===== src/common/cache_pkg.sv =====
package cache_pkg;

  localparam int NUM_WAYS  = 4;
  localparam int SET_BITS  = 5;   // 32 sets.
  localparam int WORD_BITS = 4;   // 16 words, 64-byte line.
  localparam int TAG_BITS  = 32 - SET_BITS - WORD_BITS - 2;

  typedef logic [31:0] word_t;
  typedef logic [3:0]  be_t;
  typedef logic [1:0]  way_idx_t;

  // lookup view of a byte address.
  typedef struct packed {
    logic [TAG_BITS-1:0]  tag;
    logic [SET_BITS-1:0]  set;
    logic [WORD_BITS-1:0] word;
    logic [1:0]           offset;
  } addr_fields_t;

  // flat on the bus side, split for tag compare and line indexing.
  typedef union packed {
    logic [31:0]  raw;
    addr_fields_t field;
  } cache_addr_u;

endpackage


===== src/common/avalon_pkg.sv =====
package avalon_pkg;

  // one cache line per burst.
  localparam int BURST_LEN = 16;

  typedef logic [4:0]  burst_cnt_t;
  typedef logic [31:0] av_addr_t;   // byte address.

endpackage


===== src/bus/avalon_burst_master.sv =====
module avalon_burst_master #(
  parameter int NUM_WAYS = cache_pkg::NUM_WAYS
) (
  input  logic                            clk,
  input  logic                            rest,
  input  logic                            wb_start,
  input  logic                            fill_start,
  input  avalon_pkg::av_addr_t            line_base,
  input  cache_pkg::way_idx_t             victim_way,
  input  logic                            av_waitrequest,
  input  cache_pkg::word_t                av_readdata,
  input  logic                            av_readdatavalid,
  input  cache_pkg::word_t                way_line_rdata [NUM_WAYS],
  output logic                            burst_done,
  output logic [cache_pkg::WORD_BITS-1:0] line_word,
  output logic [NUM_WAYS-1:0]             line_we,
  output cache_pkg::word_t                line_wdata,
  output avalon_pkg::av_addr_t            av_address,
  output logic                            av_read,
  output logic                            av_write,
  output cache_pkg::word_t                av_writedata,
  output cache_pkg::be_t                  av_byteenable,
  output logic                            av_beginbursttransfer,
  output avalon_pkg::burst_cnt_t          av_burstcount
);
  import cache_pkg::*;
  import avalon_pkg::*;

  typedef enum logic [1:0] {
    bs_idle,
    bs_write,
    bs_rcmd,
    bs_rdata
  } bstate_t;

  bstate_t              state;
  logic [WORD_BITS-1:0] beat;
  logic                 last_beat;

  assign last_beat = (beat == WORD_BITS'(BURST_LEN - 1));

  // outputs follow state and beat only, so they hold under waitrequest.
  assign av_address            = line_base;
  assign av_write              = (state == bs_write);
  assign av_read               = (state == bs_rcmd);
  assign av_writedata          = way_line_rdata[victim_way];
  assign av_byteenable         = '1;
  assign av_burstcount         = burst_cnt_t'(BURST_LEN);
  assign av_beginbursttransfer = av_read || (av_write && beat == '0);

  assign line_word  = beat;
  assign line_wdata = av_readdata;

  always_comb begin
    line_we = '0;
    if (state == bs_rdata && av_readdatavalid) begin
      line_we[victim_way] = 1'b1;
    end
  end

  always_ff @(posedge clk or negedge rest) begin
    if (!rest) begin
      state      <= bs_idle;
      beat       <= '0;
      burst_done <= 1'b0;
    end else begin
      burst_done <= 1'b0;
      case (state)
        bs_idle: begin
          beat <= '0;
          if (wb_start) begin
            state <= bs_write;
          end else if (fill_start) begin
            state <= bs_rcmd;
          end
        end
        bs_write: begin
          if (!av_waitrequest) begin   // beat accepted.
            beat <= beat + 1'b1;
            if (last_beat) begin
              burst_done <= 1'b1;
              state      <= bs_idle;
            end
          end
        end
        bs_rcmd: begin
          if (!av_waitrequest) begin
            state <= bs_rdata;
          end
        end
        bs_rdata: begin
          if (av_readdatavalid) begin   // gaps between beats are allowed.
            beat <= beat + 1'b1;
            if (last_beat) begin
              burst_done <= 1'b1;
              state      <= bs_idle;
            end
          end
        end
        default: state <= bs_idle;
      endcase
    end
  end

endmodule


===== config.mk =====
export PLATFORM = sky130hd
export DESIGN_NAME = avalon_burst_master
export DESIGN_NICKNAME = d
export VERILOG_FILES = /design/src/common/cache_pkg.sv /design/src/common/avalon_pkg.sv /design/src/bus/avalon_burst_master.sv
export SDC_FILE = /design/constraint.sdc
export NUM_CORES = 1
export LEC_CHECK = 0
export BUFFER_PORTS_ARGS = -buffer_cell sky130_fd_sc_hd__buf_2
export CAP_MARGIN = 0
export CORE_AREA = 10 10 116 118
export DETAILED_ROUTE_END_ITERATION = 8
export DIE_AREA = 0 0 126 128
export PLACE_DENSITY = 0.5
export SLEW_MARGIN = 20
export SYNTH_ARGS = -nofsm -noshare
export SYNTH_HDL_FRONTEND = slang
export SYNTH_SLANG_ARGS = --single-unit

===== constraint.sdc =====
create_clock -name clk -period 1.53 [get_ports clk]
set_clock_uncertainty 0.1 [all_clocks]
set_input_delay 0.2295 -clock clk [delete_from_list [all_inputs] [get_ports clk]]
set_output_delay 0.2295 -clock clk [all_outputs]
set_load 0.005 [all_outputs]

==> results of run 1 <==
-- per-stage QoR --
stage / utilization (%) / setup TNS [ns]
floorplan: - / 0
CTS: 24.0 / -1.29
global route: 24.4 / -1.62
finish: 24.4 / -0.960
detailed placement: 21.8 / -0.731
global placement: 21.8 / -0.549
-- flip-flops by register name, summed over array words and instances (netlist names) --
register / flops
state: 2
burst_done: 1
line_word: 4
-- logic make-up after synthesis --
family | share of synthesized area (%)
buffers and inverters | 35.7
muxes | 40.1
and+or+nand+nor | 7.67
AOI/OAI and AO/OA | 5.56
DFF | 9.26
adders and majority gates | 1.32
other | 0.397
-- worst max-delay path: stages --
cell,delay (ns)
sky130_fd_sc_hd__buf_6,0.11
sky130_fd_sc_hd__bufbuf_16,0.28
sky130_fd_sc_hd__mux4_2,0.49
sky130_fd_sc_hd__buf_2,0.15
-- layout by cell type, fill, tap and decap left out, drive strengths merged --
cell and instances:
a21boi 1, a21oi 6, a221oi 1, a22oi 1, a31o 1, and2 1, and3 2, and3b 2
and4b 1, buf 198, bufbuf 3, clkbuf 4, conb 9, dfrtp 7, dlygate4sd3 1, ha 2
inv 5, mux2 2, mux4 32, nand2 6, nand2b 1, nand3 1, nand4 1, nand4b 1
nor2 6, nor3 4, nor3b 1, o211a 1, o211ai 1, o21ai 2, o31ai 2
-- layout make-up --
type | count | area, sq um
clock buffers | 4 | 78.8
inverters | 5 | 21.3
flip-flops and latches | 7 | 178
multi-input cells | 88 | 1090
repair buffers | 202 | 1190
fillers | 1207 | 8480
well taps | 143 | 179
-- timing repair --
| action | CTS | global route |
|---|---|---|
| pin swaps | 2 | 5 |
| endpoints found under the setup margin | 32 | 27 |
| gates resized for setup | 13 | 12 |
| cloned | 3 | 0 |
| hold buffers | 1 | 0 |
| setup buffers | 6 | 4 |
| endpoints found under the hold margin | 7 | 0 |
-- layer usage --
layer | GRT usage (%) | up-vias
li1 | - | 829
met1 | 10.4 | 908
met2 | 15.6 | 183
met3 | 5.05 | 4
met4 | 1.94 | 0
met5 | 0 | -
-- power by group --
group | switching (mW) | leakage [nW] | internal [mW]
logic | 0.491 | 1.26 | 0.747
clock network | 0.0984 | 0.0382 | 0.347
registers | 0.132 | 0.0808 | 0.262
total | 0.722 | 1.38 | 1.36
-- how the worst min path moves through the flow --
stage | startpoint | to | depth (start not counted) | slack, ns
after detailed placement | rest | burst_done | 1 | -0.02
after CTS | fill_start | state[1] | 3 | 0.17
after global placement | rest | state[0] | 1 | -0.02
final | fill_start | state[1] | 3 | 0.17
after floorplan | rest | burst_done | 0 | -0.17
after global routing | fill_start | state[1] | 3 | 0.17
==> out/metrics.sh, run 1 <==
OUTCOME='finished, violations left'
VIOLATIONS_IN_THE_FINAL_REPORTS='negative setup slack'
SETUP_VIOL_COUNT_FINAL=19
PIN_COUNT_OF_THE_BIGGEST_NET_ENTERING_GLOBAL_ROUTING=27
DRT_VIA_DENSITY=4.29
FINAL_NETS=509
SYNTHESIS.INSTANCES=178
CORE_SQ_UM=11200
FIN_WS_NS=-0.0641
POWER-PER-CELL-AREA_nW_PER_UM2=758
CLOCK_LATENCY_NS=0.23
COUNT_OF_PLACED_STANDARD_CELLS_IN_THE_FINAL_LAYOUT_FILLERS_LEFT_OUT=449
SYNTH_TOP_CELLS_BY_COUNT='74 x sky130_fd_sc_hd__buf_4, 28 x sky130_fd_sc_hd__mux4_2, 7 x sky130_fd_sc_hd__dfrtp_1'
DETAILED_PLACE.AREA_SQ_UM=2440
ROUTE.TOP_LAYER_USED='met4'
SYNTH_EDF_COUNT=0
CRIT_PATH_MAX_FANOUT=8
TOP_LEVEL_PORTS=317
ROUTEDWLPERCELL_MICRONS=19.1
SYN_AVG_CELL_AREA_SQ_UM=10.6
FLOORPLAN.DIE.WIDTH_MICRONS=126
TRITONCTS='yes'
CTS.HTREE.LEVELS=1
MAXCAPVIOLCOUNT=0
WIRE_LENGTH_OF_THE_FIRST_GLOBAL_ROUTING_PASS_MICRONS=12500
ROUTE.MET2.WL_MICRONS=4150
POSTLAYOUTCELLAREA_SQ_UM=2740
SYN_TO_FINAL_GROWTH_PCT=44.8
DOMINANTREGCELLSYNTH='sky130_fd_sc_hd__dfrtp_1'
LEAKAGE_nW=1.38
WORSTSETUPSTARTPOINTTYPE='input pin'
GRT_ANTENNA_BEFORE_REPAIR=0
BUFFER_PORTS.INSERTED=179
PLACEMENT_ROWS=39
TOTALWIRELENGTH_MICRONS=8560
TRITONCTS.NUM_BUFFERS=3
DP_SLACK_NS=-0.0801
VDD_DROP_MAX_mV=0.806
COUNT_OF_UNRESOLVED_DRC_VIOLATIONS_AFTER_ROUTING=0
CRITPATHLAUNCH='victim_way[0]'
NUMPLACEDINSTANCES=431
GRT_USE_TOTAL_PCT=9.38
INITIAL_UTIL_PCT=16.9
FINAL_LAYOUT_SIZE_SUFFIX_GT1_SHARE_PCT=82.7
CRIT-REG2REG-CAPTURE='line_word[2]'
DR_VIAS=1924
CTS.REPORTEDPATHS.CLKPINSLEW_NS=0.03
YS.WARNINGS.COUNT=0
SYNTHDOMINANTCELLAREASHARE_PCT=33.3
GP_CONGESTION=0.871
SYNTH.TOP_CELLS.BY_AREA='sky130_fd_sc_hd__mux4_2 33%, sky130_fd_sc_hd__buf_4 29%, sky130_fd_sc_hd__dfrtp_1 9.3%'
CRITPATHCAPTURETYPE='output pin'
TIMING.REG2REG.WORST_PATH_DEPTH=4
CTS_ROOT_BUFFER='sky130_fd_sc_hd__clkbuf_16'
SETUP.REG_TO_REG.WORST_SLACK_NS=0.09
SYNTHARSTFLOPSHARE_PCT=100
CTS.SINK_COUNT=7
M1WIRELENGTH_MICRONS=3150
SYNTH.DISTINCT_CELLS=35
MIN_PERIOD_NS=1.59
CRITICAL_PATH_ARRIVAL_NS=1.26
SETUP_REPAIR_AFTER_GLOBAL_ROUTING_MISSED_ITS_MARGIN='yes'
DRT_ITER0_MARKERS=100
FIN_TOTAL_PWR_mW=2.08
SYNTH.MOST_COMMON_CELL='sky130_fd_sc_hd__buf_4'
YOSYSSEQAREASHARE_PCT=9.26
DR.PASS1.ITERS=4
NUMBER_OF_GLOBAL_ROUTE_VIAS_BEFORE_REPAIR=2134
FINAL_HOLD_VIOL_COUNT=0
DR_WL_MET3_MICRONS=1190
DIE_AREA_SQ_UM=16100
DP_HPWL_MICRONS=7290
YOSYS_REGISTER_BITS=7
ANTENNA_CELLS_INSERTED=0
RR_STARTPOINT='line_word[0]'
MAX_FREQ_MHz=627
MIN_PERIOD_OVER_PERIOD_PCT=104
POST_SYNTH_INSTANCE_AREA_SQ_UM=1890
CRITPATHCAPTURE='av_writedata[17]'
CTS_MAX_PATH_BUFFERS=2
SYNTH_AREA_LEADER_CELL='sky130_fd_sc_hd__mux4_2'
HOLD_WS_NS=0.168
MIN-DELAY-PATH-CLASS='input pin to register'
CHIPHEIGHT_MICRONS=128
GRT_OVERFLOW=0
WORSTPATHREQUIRED_NS=1.20
ANT_NETS=0
TIMING.SETUP.CRITICAL_PATH_CLASS='input pin to output pin'
FINAL-MAX-SLEW-VIOLATION-COUNT=0
(Power assumes the default switching activity.)
==> run 2, diff against run 1 <==
- PLACE_DENSITY: 0.5 -> not set
==> run 2 against run 1 <==
Effect of this change:
- clock-buffer cell count unchanged
- sequential cell count unchanged
- global-route usage up 2.1 points
- the run still ends with negative setup slack left
- largest power group unchanged
- cell count up 0.22%
- fmax up 3.6%
- register-to-register slack worse by 0.02 ns
- non-clock buffer count down 1
- design area up 0.41%
==> out/metrics.sh, run 2 (synthesis gave the netlist of run 1 again) <==
TIMING.SETUP.CRITICAL_PATH_CLASS='register to output pin'
DIE_AREA_SQ_UM=16100
ROUTEDWLPERCELL_MICRONS=22.8
FILLERINSTANCES=1233
TRITONCTS='yes'
LARGEST_REGISTER_FF_COUNT=4
BUFFER_PORTS.INSERTED=179
CTS.SINK_COUNT=7
DRT_ITER0_MARKERS=93
TIMING.REG2REG.WORST_PATH_DEPTH=5
NUMBER_OF_GLOBAL_ROUTE_VIAS_BEFORE_REPAIR=2198
MIN_PERIOD_NS=1.54
FINAL_NETS=508
SEQ_AREA_SQ_UM=178
DRT_VIA_DENSITY=4.44
HOLD_WS_NS=0.152
GRT_ANTENNA_BEFORE_REPAIR=3
CTS.REPORTEDPATHS.CLKPINSLEW_NS=0.03
MOST-COMMON-LAYOUT-CELLS='178 x sky130_fd_sc_hd__buf_2, 32 x sky130_fd_sc_hd__mux4_2, 11 x sky130_fd_sc_hd__buf_4'
LEAKAGE_nW=1.38
WORSTHOLDPATHCELLS=3
FIN_WS_NS=-0.00820
VIOLATIONS_IN_THE_FINAL_REPORTS='negative setup slack'
FINAL-MAX-SLEW-VIOLATION-COUNT=0
FINAL_LAYOUT_SIZE_SUFFIX_GT1_SHARE_PCT=82.6
MIN_PERIOD_OVER_PERIOD_PCT=101
DP_HPWL_MICRONS=9130
SWITCHING_SHARE_PCT=35.6
CRITICAL_PATH_ARRIVAL_NS=1.21
SYN_TO_FINAL_GROWTH_PCT=45.4
CLOCK_POWER_SHARE_PCT=22.0
SETUP_REPAIR_AFTER_GLOBAL_ROUTING_MISSED_ITS_MARGIN='yes'
INITIAL_UTIL_PCT=16.9
CRIT-REG2REG-CAPTURE='line_word[1]'
FLOORPLAN.DIE.WIDTH_MICRONS=126
GRT_OVERFLOW=0
MAXCAPVIOLCOUNT=0
COUNT_OF_UNRESOLVED_DRC_VIOLATIONS_AFTER_ROUTING=0
CRIT_PATH_MAX_FANOUT=4
ANT_NETS=0
CRITPATHCAPTURETYPE='output pin'
SETUP_VIOL_COUNT_FINAL=1
PIN_COUNT_OF_THE_BIGGEST_NET_ENTERING_GLOBAL_ROUTING=20
POWER-PER-CELL-AREA_nW_PER_UM2=750
TRITONCTS.NUM_BUFFERS=3
MAX_FREQ_MHz=650
WIRE_LENGTH_OF_THE_FIRST_GLOBAL_ROUTING_PASS_MICRONS=14400
DR.PASS1.ITERS=4
FINAL_HOLD_VIOL_COUNT=0
CORE_SQ_UM=11200
MULTIINPUTGATEAREA_SQ_UM=1100
MOSTFREQUENTLAYOUTCELL='sky130_fd_sc_hd__buf_2'
PLACEMENT_ROWS=39
GP_CONGESTION=0.960
MIN-DELAY-PATH-CLASS='input pin to register'
WORSTSETUPSTARTPOINTTYPE='register'
TOP_LEVEL_PORTS=317
POWER.COMBINATIONAL.FRACTION_PCT=59.6
RR_STARTPOINT='line_word[0]'
HOLD_PATH_STARTPOINT='fill_start'
CTS_MAX_PATH_BUFFERS=2
DP_SLACK_NS=-0.106
SETUP.REG_TO_REG.WORST_SLACK_NS=0.07
POWER.SHARE.SEQUENTIAL_PCT=18.4
INTERNAL-POWER_mW=1.33
CTS_ROOT_BUFFER='sky130_fd_sc_hd__clkbuf_16'
CLOCK_LATENCY_NS=0.24
OUTCOME='finished, violations left'
GRT_USE_TOTAL_PCT=11.5
TOTALWIRELENGTH_MICRONS=10300
CTS.HTREE.LEVELS=1
CHIPHEIGHT_MICRONS=128
SWITCHINGPOWER_mW=0.734
WORSTPATHREQUIRED_NS=1.20
WORST_HOLD_PATH.ENDPOINT='state[1]'
VDD_DROP_MAX_mV=0.624
DR_VIAS=1997
==> run 2: cell count changes in the layout (fill, tap and decap cells not counted), sizes merged <==
cell,previous run,this run
bufbuf,3,0
diode,0,2
buf,198,199
clkbuf,4,5
==> run 2: how the worst max path moves through the flow <==
stage,from,endpoint,slack [ns]
after floorplan,line_word[0],line_word[1],0.1
after global placement,victim_way[0],av_writedata[2],-0.06
after detailed placement,victim_way[0],av_writedata[2],-0.11
after CTS,state[1],line_we[0],-0.03
after global routing,state[1],av_beginbursttransfer,-0.05
final,state[1],av_beginbursttransfer,-0.008
==> run 2: worst max-delay path, cell delays in order, from the launching register on <==
cell	delay [ns]
sky130_fd_sc_hd__dfrtp_1	0.41
sky130_fd_sc_hd__buf_6	0.15
sky130_fd_sc_hd__inv_4	0.06
sky130_fd_sc_hd__nor2_4	0.03
sky130_fd_sc_hd__a31o_2	0.20
sky130_fd_sc_hd__buf_2	0.12
==> run 2: power groups by stage <==
stage	sequential, mW	combinational [mW]	clock (mW)
after CTS	0.368	1.16	0.461
after global routing	0.398	1.35	0.475
after detailed placement	0.379	1.08	0
after floorplan	0.325	0.751	0
after global placement	0.372	1.05	0
final	0.381	1.23	0.455
==> run 2: final cells by class <==
class,instances,share of cell area (%)
repair buffers,201,43.1
inverters,5,0.773
diodes,2,0.182
multi-input cells,88,40.2
well taps,143,6.50
flip-flops and latches,7,6.46
clock buffers,4,2.86
==> run 2: what timing repair did <==
item | 4_1_cts | 5_1_grt
gates resized for setup | 18 | 15
hold buffers | 1 | 0
pin swaps | 0 | 4
setup buffers | 5 | 2
gates cloned | 1 | 1
endpoints found under the setup margin | 34 | 19
endpoints found under the hold margin | 7 | 0
==> run 2: stage by stage <==
| step | TNS, ns | std cells | util (%) | total power, mW | cell area, sq um |
|---|---|---|---|---|---|
| after floorplan | 0 | 185 | - | 1.08 | 1920 |
| after global placement | -0.799 | 434 | 22.0 | 1.42 | 2460 |
| after detailed placement | -1.37 | 434 | 22.0 | 1.46 | 2460 |
| after CTS | -0.0304 | 445 | 23.5 | 1.99 | 2640 |
| after global routing | -0.0806 | 448 | 24.5 | 2.22 | 2750 |
| final | -0.00820 | 450 | 24.5 | 2.06 | 2750 |
==> run 2: metal layers <==
metal,vias up,part of all wire (%),track usage [%]
met5,-,0,0
li1,833,-,-
met3,13,16,7.53
met2,209,47,18.8
met4,0,1.7,2.34
met1,942,35,12.2
