**src/common/cache_pkg.sv**
```systemverilog
package cache_pkg;

  localparam int NUM_WAYS  = 4;
  localparam int SET_BITS  = 5;   // 32 sets.
  localparam int WORD_BITS = 4;   // 16 words, 64-byte line.
  localparam int TAG_BITS  = 32 - SET_BITS - WORD_BITS - 2;

  typedef logic [31:0] word_t;
  typedef logic [3:0]  be_t;
  typedef logic [1:0]  way_idx_t;

  // lookup view of a byte address.
  typedef struct packed {
    logic [TAG_BITS-1:0]  tag;
    logic [SET_BITS-1:0]  set;
    logic [WORD_BITS-1:0] word;
    logic [1:0]           offset;
  } addr_fields_t;

  // flat on the bus side, split for tag compare and line indexing.
  typedef union packed {
    logic [31:0]  raw;
    addr_fields_t field;
  } cache_addr_u;

endpackage

```
**src/common/avalon_pkg.sv**
```systemverilog
package avalon_pkg;

  // one cache line per burst.
  localparam int BURST_LEN = 16;

  typedef logic [4:0]  burst_cnt_t;
  typedef logic [31:0] av_addr_t;   // byte address.

endpackage

```
**src/ctrl/cache_ctrl.sv**
```systemverilog
module cache_ctrl #(
  parameter int NUM_WAYS = cache_pkg::NUM_WAYS,
  parameter int SET_BITS = cache_pkg::SET_BITS
) (
  input  logic                            clk,
  input  logic                            rest,
  input  logic                            req_valid,
  input  logic                            req_write,
  input  cache_pkg::word_t                req_addr,
  input  cache_pkg::word_t                req_wdata,
  input  cache_pkg::be_t                  req_be,
  output logic                            req_ready,
  output logic                            rsp_valid,
  output cache_pkg::word_t                rsp_rdata,
  input  logic [NUM_WAYS-1:0]             way_hit,
  input  logic [NUM_WAYS-1:0]             way_valid,
  input  logic [NUM_WAYS-1:0]             way_dirty,
  input  cache_pkg::word_t                way_rdata [NUM_WAYS],
  input  logic [cache_pkg::TAG_BITS-1:0]  way_tag [NUM_WAYS],
  input  logic                            burst_done,
  output logic [SET_BITS-1:0]             lookup_set,
  output logic [cache_pkg::WORD_BITS-1:0] lookup_word,
  output logic [cache_pkg::TAG_BITS-1:0]  lookup_tag,
  output logic [NUM_WAYS-1:0]             cpu_we,
  output cache_pkg::word_t                cpu_wdata,
  output cache_pkg::be_t                  cpu_be,
  output logic [NUM_WAYS-1:0]             meta_we,
  output logic                            meta_dirty,
  output logic                            wb_start,
  output logic                            fill_start,
  output avalon_pkg::av_addr_t            line_base,
  output cache_pkg::way_idx_t             victim_way,
  output logic [SET_BITS-1:0]             line_set
);
  import cache_pkg::*;

  localparam int NUM_SETS = 1 << SET_BITS;

  typedef enum logic [2:0] {
    st_boot,
    st_idle,
    st_lookup,
    st_wb,
    st_fill,
    st_meta
  } state_t;

  state_t      state;
  cache_addr_u addr_q;
  logic        write_q;
  word_t       wdata_q;
  be_t         be_q;
  way_idx_t    rr_cnt [NUM_SETS];   // per-set eviction pointer.
  logic        any_hit;
  logic        any_free;
  way_idx_t    hit_way;
  way_idx_t    free_way;
  way_idx_t    pick_way;
  cache_addr_u fill_addr;
  cache_addr_u wb_addr;

  assign req_ready   = (state == st_idle);
  assign lookup_set  = addr_q.field.set;
  assign lookup_word = addr_q.field.word;
  assign lookup_tag  = addr_q.field.tag;
  assign line_set    = addr_q.field.set;
  assign cpu_wdata   = wdata_q;
  assign cpu_be      = be_q;
  assign meta_dirty  = write_q;   // a write miss leaves the line dirty.
  assign any_hit     = |way_hit;

  // scan downward so the lowest way wins.
  always_comb begin
    hit_way  = '0;
    free_way = '0;
    any_free = 1'b0;
    for (int w = NUM_WAYS - 1; w >= 0; w--) begin
      if (way_hit[w]) begin
        hit_way = way_idx_t'(w);
      end
      if (!way_valid[w]) begin
        any_free = 1'b1;
        free_way = way_idx_t'(w);
      end
    end
    pick_way = any_free ? free_way : rr_cnt[addr_q.field.set];
  end

  // line bases for refill and for the victim's writeback.
  always_comb begin
    fill_addr              = addr_q;
    fill_addr.field.word   = '0;
    fill_addr.field.offset = '0;
    wb_addr                = fill_addr;
    wb_addr.field.tag      = way_tag[pick_way];
  end

  always_comb begin
    cpu_we  = '0;
    meta_we = '0;
    if (state == st_lookup && any_hit && write_q) begin
      cpu_we[hit_way] = 1'b1;
    end
    if (state == st_meta) begin
      meta_we[victim_way] = 1'b1;
    end
  end

  always_ff @(posedge clk or negedge rest) begin
    if (!rest) begin
      state      <= st_boot;
      rsp_valid  <= 1'b0;
      wb_start   <= 1'b0;
      fill_start <= 1'b0;
      for (int s = 0; s < NUM_SETS; s++) begin
        rr_cnt[s] <= '0;
      end
    end else begin
      rsp_valid  <= 1'b0;
      wb_start   <= 1'b0;
      fill_start <= 1'b0;
      case (state)
        st_boot: state <= st_idle;
        st_idle: begin
          if (req_valid) begin
            state <= st_lookup;
          end
        end
        st_lookup: begin
          if (any_hit) begin
            rsp_valid <= 1'b1;
            state     <= st_idle;
          end else begin
            if (!any_free) begin
              rr_cnt[addr_q.field.set] <= rr_cnt[addr_q.field.set] + 1'b1;
            end
            if (way_dirty[pick_way]) begin
              wb_start <= 1'b1;
              state    <= st_wb;
            end else begin
              fill_start <= 1'b1;
              state      <= st_fill;
            end
          end
        end
        st_wb: begin
          if (burst_done) begin
            fill_start <= 1'b1;
            state      <= st_fill;
          end
        end
        st_fill: begin
          if (burst_done) begin
            state <= st_meta;
          end
        end
        st_meta: state <= st_lookup;   // replay, now a hit.
        default: state <= st_idle;
      endcase
    end
  end

  always_ff @(posedge clk) begin
    if (req_valid && req_ready) begin
      addr_q.raw <= req_addr;
      write_q    <= req_write;
      wdata_q    <= req_wdata;
      be_q       <= req_be;
    end
    if (state == st_lookup) begin
      if (any_hit) begin
        rsp_rdata <= way_rdata[hit_way];
      end else begin
        victim_way <= pick_way;
        line_base  <= way_dirty[pick_way] ? wb_addr.raw : fill_addr.raw;
      end
    end
    if (state == st_wb && burst_done) begin
      line_base <= fill_addr.raw;   // switch to the requested line.
    end
  end

endmodule

```
**config.mk**
```make
export PLATFORM = sky130hd
export DESIGN_NAME = cache_ctrl
export DESIGN_NICKNAME = d
export VERILOG_FILES = /design/src/common/cache_pkg.sv /design/src/common/avalon_pkg.sv /design/src/ctrl/cache_ctrl.sv
export SDC_FILE = /design/constraint.sdc
export NUM_CORES = 1
export LEC_CHECK = 0
export ABC_AREA = 1
export BUFFER_PORTS_ARGS = -buffer_cell sky130_fd_sc_hd__buf_2
export CAP_MARGIN = 25
export CORE_AREA = 2 2 172 174
export DETAILED_ROUTE_END_ITERATION = 8
export DIE_AREA = 0 0 174 176
export GPL_TIMING_DRIVEN = 0
export PLACE_DENSITY = 0.67
export REMOVE_ABC_BUFFERS = 1
export SLEW_MARGIN = 20
export SYNTH_ARGS = -nofsm -noshare
export SYNTH_HDL_FRONTEND = slang
export SYNTH_SLANG_ARGS = --single-unit
```
**constraint.sdc**
```tcl
create_clock -name clk -period 9.74 [get_ports clk]
set_clock_uncertainty 0.05 [all_clocks]
set_input_delay 0.487 -clock clk [delete_from_list [all_inputs] [get_ports clk]]
set_output_delay 0.487 -clock clk [all_outputs]
set_load 0.03 [all_outputs]
```
==> metrics.cfg, run 1 <==
[floorplanning]
core_area_um2 = 28550
die_x_um = 174
die_h_um = 176
dieArea_um2 = 30620
rows = 62
io_pins = 447
start_util_pct = 35.06

[sta]
slew_violations = 0
setup-tns-final_ps = 0
final.period_utilization_pct = 45.85
worst_slew_pin_slew_ps = 950.6
finalCriticalPeriod_ps = 4465
finalSetupViolCount = 0
layout_setup_ws_ps = 5275
slew_headroom_pct = 35.82
rsz0062_at_grt = false
final_hold_viol_count = 0
fmax_ghz = 0.2239

[cells_and_area]
nFillCells = 2874
num-nets-final = 1911
multi_input_area_um2 = 3577
regArea_um2 = 5565
final_common_cell = buf_2
area_growth_pct = 31.92
design_area_um2 = 13200
final_util_pct = 46.25
layout_common_cells = buf_2 (437), nand2_1 (368), nor2_1 (159)
layout-drive-gt1-share_pct = 32.45

[clock_network]
post_cts_resized = 0
path_clk_slew_ps = 80
cts_inserted_buffers = 17
clockBufferDepth = 2
cts_tree = built
cts-root-buf = clkbuf_16
clock_sink_count = 197
clock_latency_ps = 440
ctsHtreeMaxLevel = 4

[route]
drt_iter0_markers = 726
wire_per_inst_um = 17.69
via_count = 9698
drc = 0
dr.pass1.iters = 5
wl_mm = 35.72
vias_per_cell = 4.803
antenna_left = 0

[logic_synthesis]
seq_area_frac_synth_pct = 55.61
synthFlopType = edfxtp_1
syn_inst = 1208
yosysTopAreaCell = edfxtp_1
synth-seq-cells = 197
netlist.area_leader.share_pct = 38.10
synthArstFlopShare_pct = 35.53
synth-edff-count = 127
yosysUniqueCellTypes = 30
syn_avg_cell_area_um2 = 8.285
synth_area_leaders = edfxtp_1 (38%), dfrtp_1 (18%), nand2_1 (14%)
yosys_warnings = 0
syn_area_um2 = 10010

[global_route]
grt_pass1_wl_mm = 52.05
grt_usage_pct = 22.64
gr-total-overflow = 0
grt_pass1_vias = 9169
antenna_found_initial = 13
grt_start_max_net_pins = 68

[power]
p_per_area_nw_per_um2 = 195.9
vdd_ir_drop_max_uv = 90.57
power_leakage_uw = 0.006496

[setup_path]
rrSetupSlack_ps = 5270
critPathMaxFanout = 34
critPathArrivalTime_ps = 4610
cpMostUsedCell = nand2_1
startpoint_type = flop
worst_path_largest_cell_delay_ps = 720
path_class = reg -> reg
crit_required_ps = 9880
endpoint_kind = flop
worst_path_max_delay_cell = edfxtp_1
path_cells = buf_16 > inv_2 > nand2_1 > nand2_1 > nand2_1 > nand2_1 > nand2_1 > nand2_1 > nor2_2 > nand2_2 > nand2_1 > nand2_1 > nand2_1 > nand3_1 > o21ai_1 > nor2_1 > nor2_1

[place]
dpl.hpwl_mm = 26.71
io_buffers = 438
post-place-ws_ps = 5401
place_congestion = 0.9402
placed_cell_area_um2 = 12600

[job]
cap_viol_max_count = 0

[status]
status = completed

[hold_path]
hp-class = in -> reg

[power breakdown]
group | internal [µW] | switching, µW | leakage (µW)
clock network | 351 | 345 | 0.000276
registers | 1040 | 54.2 | 0.00214
logic | 225 | 570 | 0.00408
total | 1620 | 969 | 0.00650
[state kept, by name, summed over array words and instances, names as in the netlist]
register    cells
rr_cnt         64
cpu_wdata      32
rsp_rdata      32
addr_q         30
line_base      26
cpu_be          4
state           3
victim_way      2
fill_start      1
meta_dirty      1
rsp_valid       1
wb_start        1
[Yosys cell counts (17+ instances only)]
master    instances
buf_2            17
buf_4            19
clkbuf_1         28
dfrtp_1          70
edfxtp_1        127
inv_1           134
inv_2            23
nand2_1         371
nand3_1          97
nor2_1          161
o21ai_0          67
o21ai_1          24
o311ai_0         32
[final timing paths]
path / startpoint / endpoint / cells after the start
min reg2reg: rr_cnt[5] / rr_cnt[5] / 2
max: addr_q[6] / line_base[18] / 17
min in group asynchronous: rest / wb_start / 2
max in group asynchronous: rest / state[2] / 3
min: req_addr[23] / addr_q[23] / 1
max reg2reg: addr_q[6] / line_base[18] / 17
[area by class of cell]
cell class	instances	area share, %
clock buffers	19	3.440
well taps	384	3.639
multi-input cells	791	27.09
diodes	8	0.1516
inverters	157	4.464
clock inverters	13	0.8719
flip-flops and latches	197	42.15
repair buffers	450	18.19
[layer usage]
layer / global-route usage [%] / routed length (µm) / vias to the layer above
met2: 34.81 / 16020 / 506
met4: 8.018 / 958 / 18
li1: - / - / 4695
met3: 8.226 / 4118 / 69
met1: 29.51 / 14510 / 4410
met5: 0 / 117 / -
[cells by family (layout without fill, tap and decap cells)]
family | count (synthesis) | after routing | synth area share (%)
compound gates | 129 | 129 | 7.826
xor+xnor | 1 | 1 | 0.08753
buf+inv | 225 | 639 | 9.514
flops | 197 | 197 | 55.61
other cells | 1 | 14 | 0.03747
simple gates | 655 | 655 | 26.93
[stage by stage]
step,cells,hold WS (ps),total power (µW)
6_report,2019,161.0,2586
2_1_floorplan,1145,141.4,1575
4_1_cts,2011,142.6,2605
3_3_place_gp,1967,414.9,1870
5_1_grt,2013,139.2,2709
3_5_place_dp,1978,389.1,1909
[worst max-delay path: cells and delay by family, from the launching register on]
| kind | cells | cell delay [ps] |
|---|---|---|
| simple gates | 14 | 2520 |
| flops | 1 | 720 |
| buf+inv | 2 | 740 |
| compound gates | 1 | 120 |
[repair_timing]
item	CTS	global route
setup buffers	0	0
hold buffers	1	0
endpoints found under the hold margin	28	0
(Power assumes the default switching activity.)
==> run 2: changes to the inputs <==
- ABC_AREA: 1 -> 0
- CORE_AREA: 2 2 172 174 -> 2 2 175 177
- DIE_AREA: 0 0 174 176 -> 0 0 177 179
- PLACE_DENSITY: 0.67 -> 0.66
- clock period: 9.74 -> 3.8 ns (I/O delays scaled with it)
==> run 2 against run 1 <==
  * Critical path type unchanged
  * Critical path depth shrank 7
  * Count of clock-buffer cells in the layout stayed put
  * Global-route usage is 2.2 points lower
  * Die area increased by 3.5%
  * Cell area is 6.1% higher
  * Synthesized cell count shrank 44%
  * First-iteration DRC count shrank 44%
==> metrics.cfg, run 2 <==
[sta]
slew_headroom_pct = 48.18
final.period_utilization_pct = 95.96
finalCriticalPeriod_ps = 3647
finalSetupViolCount = 0
setup-tns-final_ps = 0
rsz0062_at_grt = false
slew_violations = 0
worst_slew_pin_slew_ps = 773.5
final_hold_viol_count = 0
fmax_ghz = 0.2742
layout_setup_ws_ps = 153.4

[global_route]
antenna_found_initial = 8
grt_pass1_wl_mm = 47.63
grt_usage_pct = 20.47
grt_pass1_vias = 8192
grt_start_max_net_pins = 41
gr-total-overflow = 0

[cells_and_area]
nFillCells = 2735
num-nets-final = 1516
layout-drive-gt1-share_pct = 50.32
layout_common_cells = buf_2 (437), edfxtp_1 (127), mux2i_1 (118)
top_register = rr_cnt
largest_reg_flops = 64
final_common_cell = buf_2
design_area_um2 = 14010
area_growth_pct = 48.12
final_util_pct = 46.66
stdcell_count = 1635

[setup_path]
path_cells = buf_12 > or3b_2 > o22ai_1 > nor3_1 > o2bb2a_4 > a31oi_4 > nand2_1 > o22ai_4 > buf_12 > mux2_2
reg2regPathDepth = 10
rrSetupSlack_ps = 150
startpoint_type = flop
endpoint_kind = flop
path_class = reg -> reg
worst_path_largest_cell_delay_ps = 520
r2r-start = addr_q[10]
cpMostUsedCell = buf_12
path_delay_family = compound AO/OA/AOI/OAI gates
crit_buf_inv = 2
timing.rr.end = line_base[15]
critPathArrivalTime_ps = 3800
worst_path_max_delay_cell = or3b_2
crit_required_ps = 3950
critPathMaxFanout = 18

[route]
via_count = 7911
antenna_left = 0
drt_iter0_markers = 409
dr.pass1.iters = 5
vias_per_cell = 4.839
drc = 0
wire_per_inst_um = 20.01
wl_mm = 32.72

[logic_synthesis]
syn_avg_cell_area_um2 = 14.06
synth-edff-count = 127
synth.most_common_cell = edfxtp_1
seq_area_frac_synth_pct = 58.83
yosysUniqueCellTypes = 50
synth-seq-cells = 197
syn_area_um2 = 9460
synthArstFlopShare_pct = 35.53
syn_inst = 673
synth_area_leaders = edfxtp_1 (40%), dfrtp_1 (19%), mux2i_1 (13%)
netlist.area_leader.share_pct = 40.31
synthFlopType = edfxtp_1
yosysTopAreaCell = edfxtp_1
ys_top_cells_by_count = edfxtp_1 (127), mux2i_1 (122), mux2_2 (74)
yosys_warnings = 0

[place]
placed_cell_area_um2 = 12150
dpl.hpwl_mm = 23.19
placed_cells = 1477
place_congestion = 0.8975
io_buffers = 438
post-place-ws_ps = -883.2

[floorplanning]
io_pins = 447
rows = 64
dieArea_um2 = 31680
core_area_um2 = 30030
start_util_pct = 31.50
die_x_um = 177
die_h_um = 179

[status]
status = completed

[clock_network]
cts_inserted_buffers = 17
clock_sink_count = 197
clock_latency_ps = 450
cts-root-buf = clkbuf_16
ctsHtreeMaxLevel = 4
path_clk_slew_ps = 80
cts_tree = built
clockBufferDepth = 2

[hold_path]
min_from = way_rdata[12]
hold_depth = 3
hp-class = in -> reg
worstHoldEndpoint = rsp_rdata[12]

[power]
vdd_ir_drop_max_uv = 498.0
power_leakage_uw = 0.006541
p_per_area_nw_per_um2 = 493.4

[job]
cap_viol_max_count = 0

run 2: how the worst max path moves through the flow:
stage | start | end | slack, ps | cells after the start
2_1_floorplan | addr_q[6] | line_base[15] | -3150 | 8
3_3_place_gp | addr_q[6] | line_base[17] | -4710 | 8
3_5_place_dp | addr_q[6] | line_base[17] | -880 | 11
4_1_cts | addr_q[10] | line_base[15] | 50 | 10
5_1_grt | addr_q[9] | line_base[17] | 30 | 10
6_report | addr_q[10] | line_base[15] | 150 | 10
run 2: cells by family (layout without fill, tap and decap cells):
family | after synthesis | in the layout | synth area share (%)
buffers and inverters | 63 | 615 | 3.822
DFF | 197 | 197 | 58.83
muxes | 215 | 215 | 24.77
xor gates and xnor gates | 1 | 1 | 0.09260
and+or+nand+nor | 104 | 104 | 5.714
AOI/OAI and AO/OA | 92 | 94 | 6.732
other | 1 | 13 | 0.03964
run 2: worst register-to-register path, stage by stage (launching register included):
cell and delay [ps]:
edfxtp_1 410, buf_12 170, or3b_2 520, o22ai_1 210
nor3_1 130, o2bb2a_4 280, a31oi_4 520, nand2_1 330
o22ai_4 220, buf_12 190, mux2_2 370
run 2: cell type report:
| type | instances | area [µm²] | area share, % |
|---|---|---|---|
| flip-flops and latches | 197 | 5565 | 39.72 |
| well taps | 396 | 495.5 | 3.536 |
| clock inverters | 13 | 141.4 | 1.009 |
| diodes | 7 | 17.52 | 0.1250 |
| repair buffers | 576 | 3661 | 26.13 |
| multi-input cells | 420 | 3652 | 26.06 |
| clock buffers | 19 | 452.9 | 3.232 |
| inverters | 7 | 26.28 | 0.1875 |
run 2: routing by layer:
layer	track usage (%)	part of all wire, %	vias to the layer above
met1	23.82	38	3871
met3	8.461	8.7	76
met5	0	0.13	-
met2	32.47	49	320
li1	-	-	3638
met4	10.40	3.4	6
run 2: report_power, final:
part / total [µW] / internal (µW) / switching, µW
Sequential: 2800 / 2670 / 123
Clock: 1860 / 963 / 900
Combinational: 2250 / 809 / 1450
run 2: timing repair:
item	4_1_cts	5_1_grt
gates resized for setup	6	3
buffers inserted	11	5
hold endpoints to repair	158	0
hold buffers	104	0
gates cloned	2	0
pin swaps	5	1
endpoints found under the setup margin	24	20
run 2: stage by stage:
stage / power (µW) / hold slack, ps
6_report: 6913 / 25.00
5_1_grt: 7209 / 28.15
4_1_cts: 6939 / 5.974
3_5_place_dp: 4898 / 107.4
3_3_place_gp: 4804 / 316.2
2_1_floorplan: 4074 / -155.6
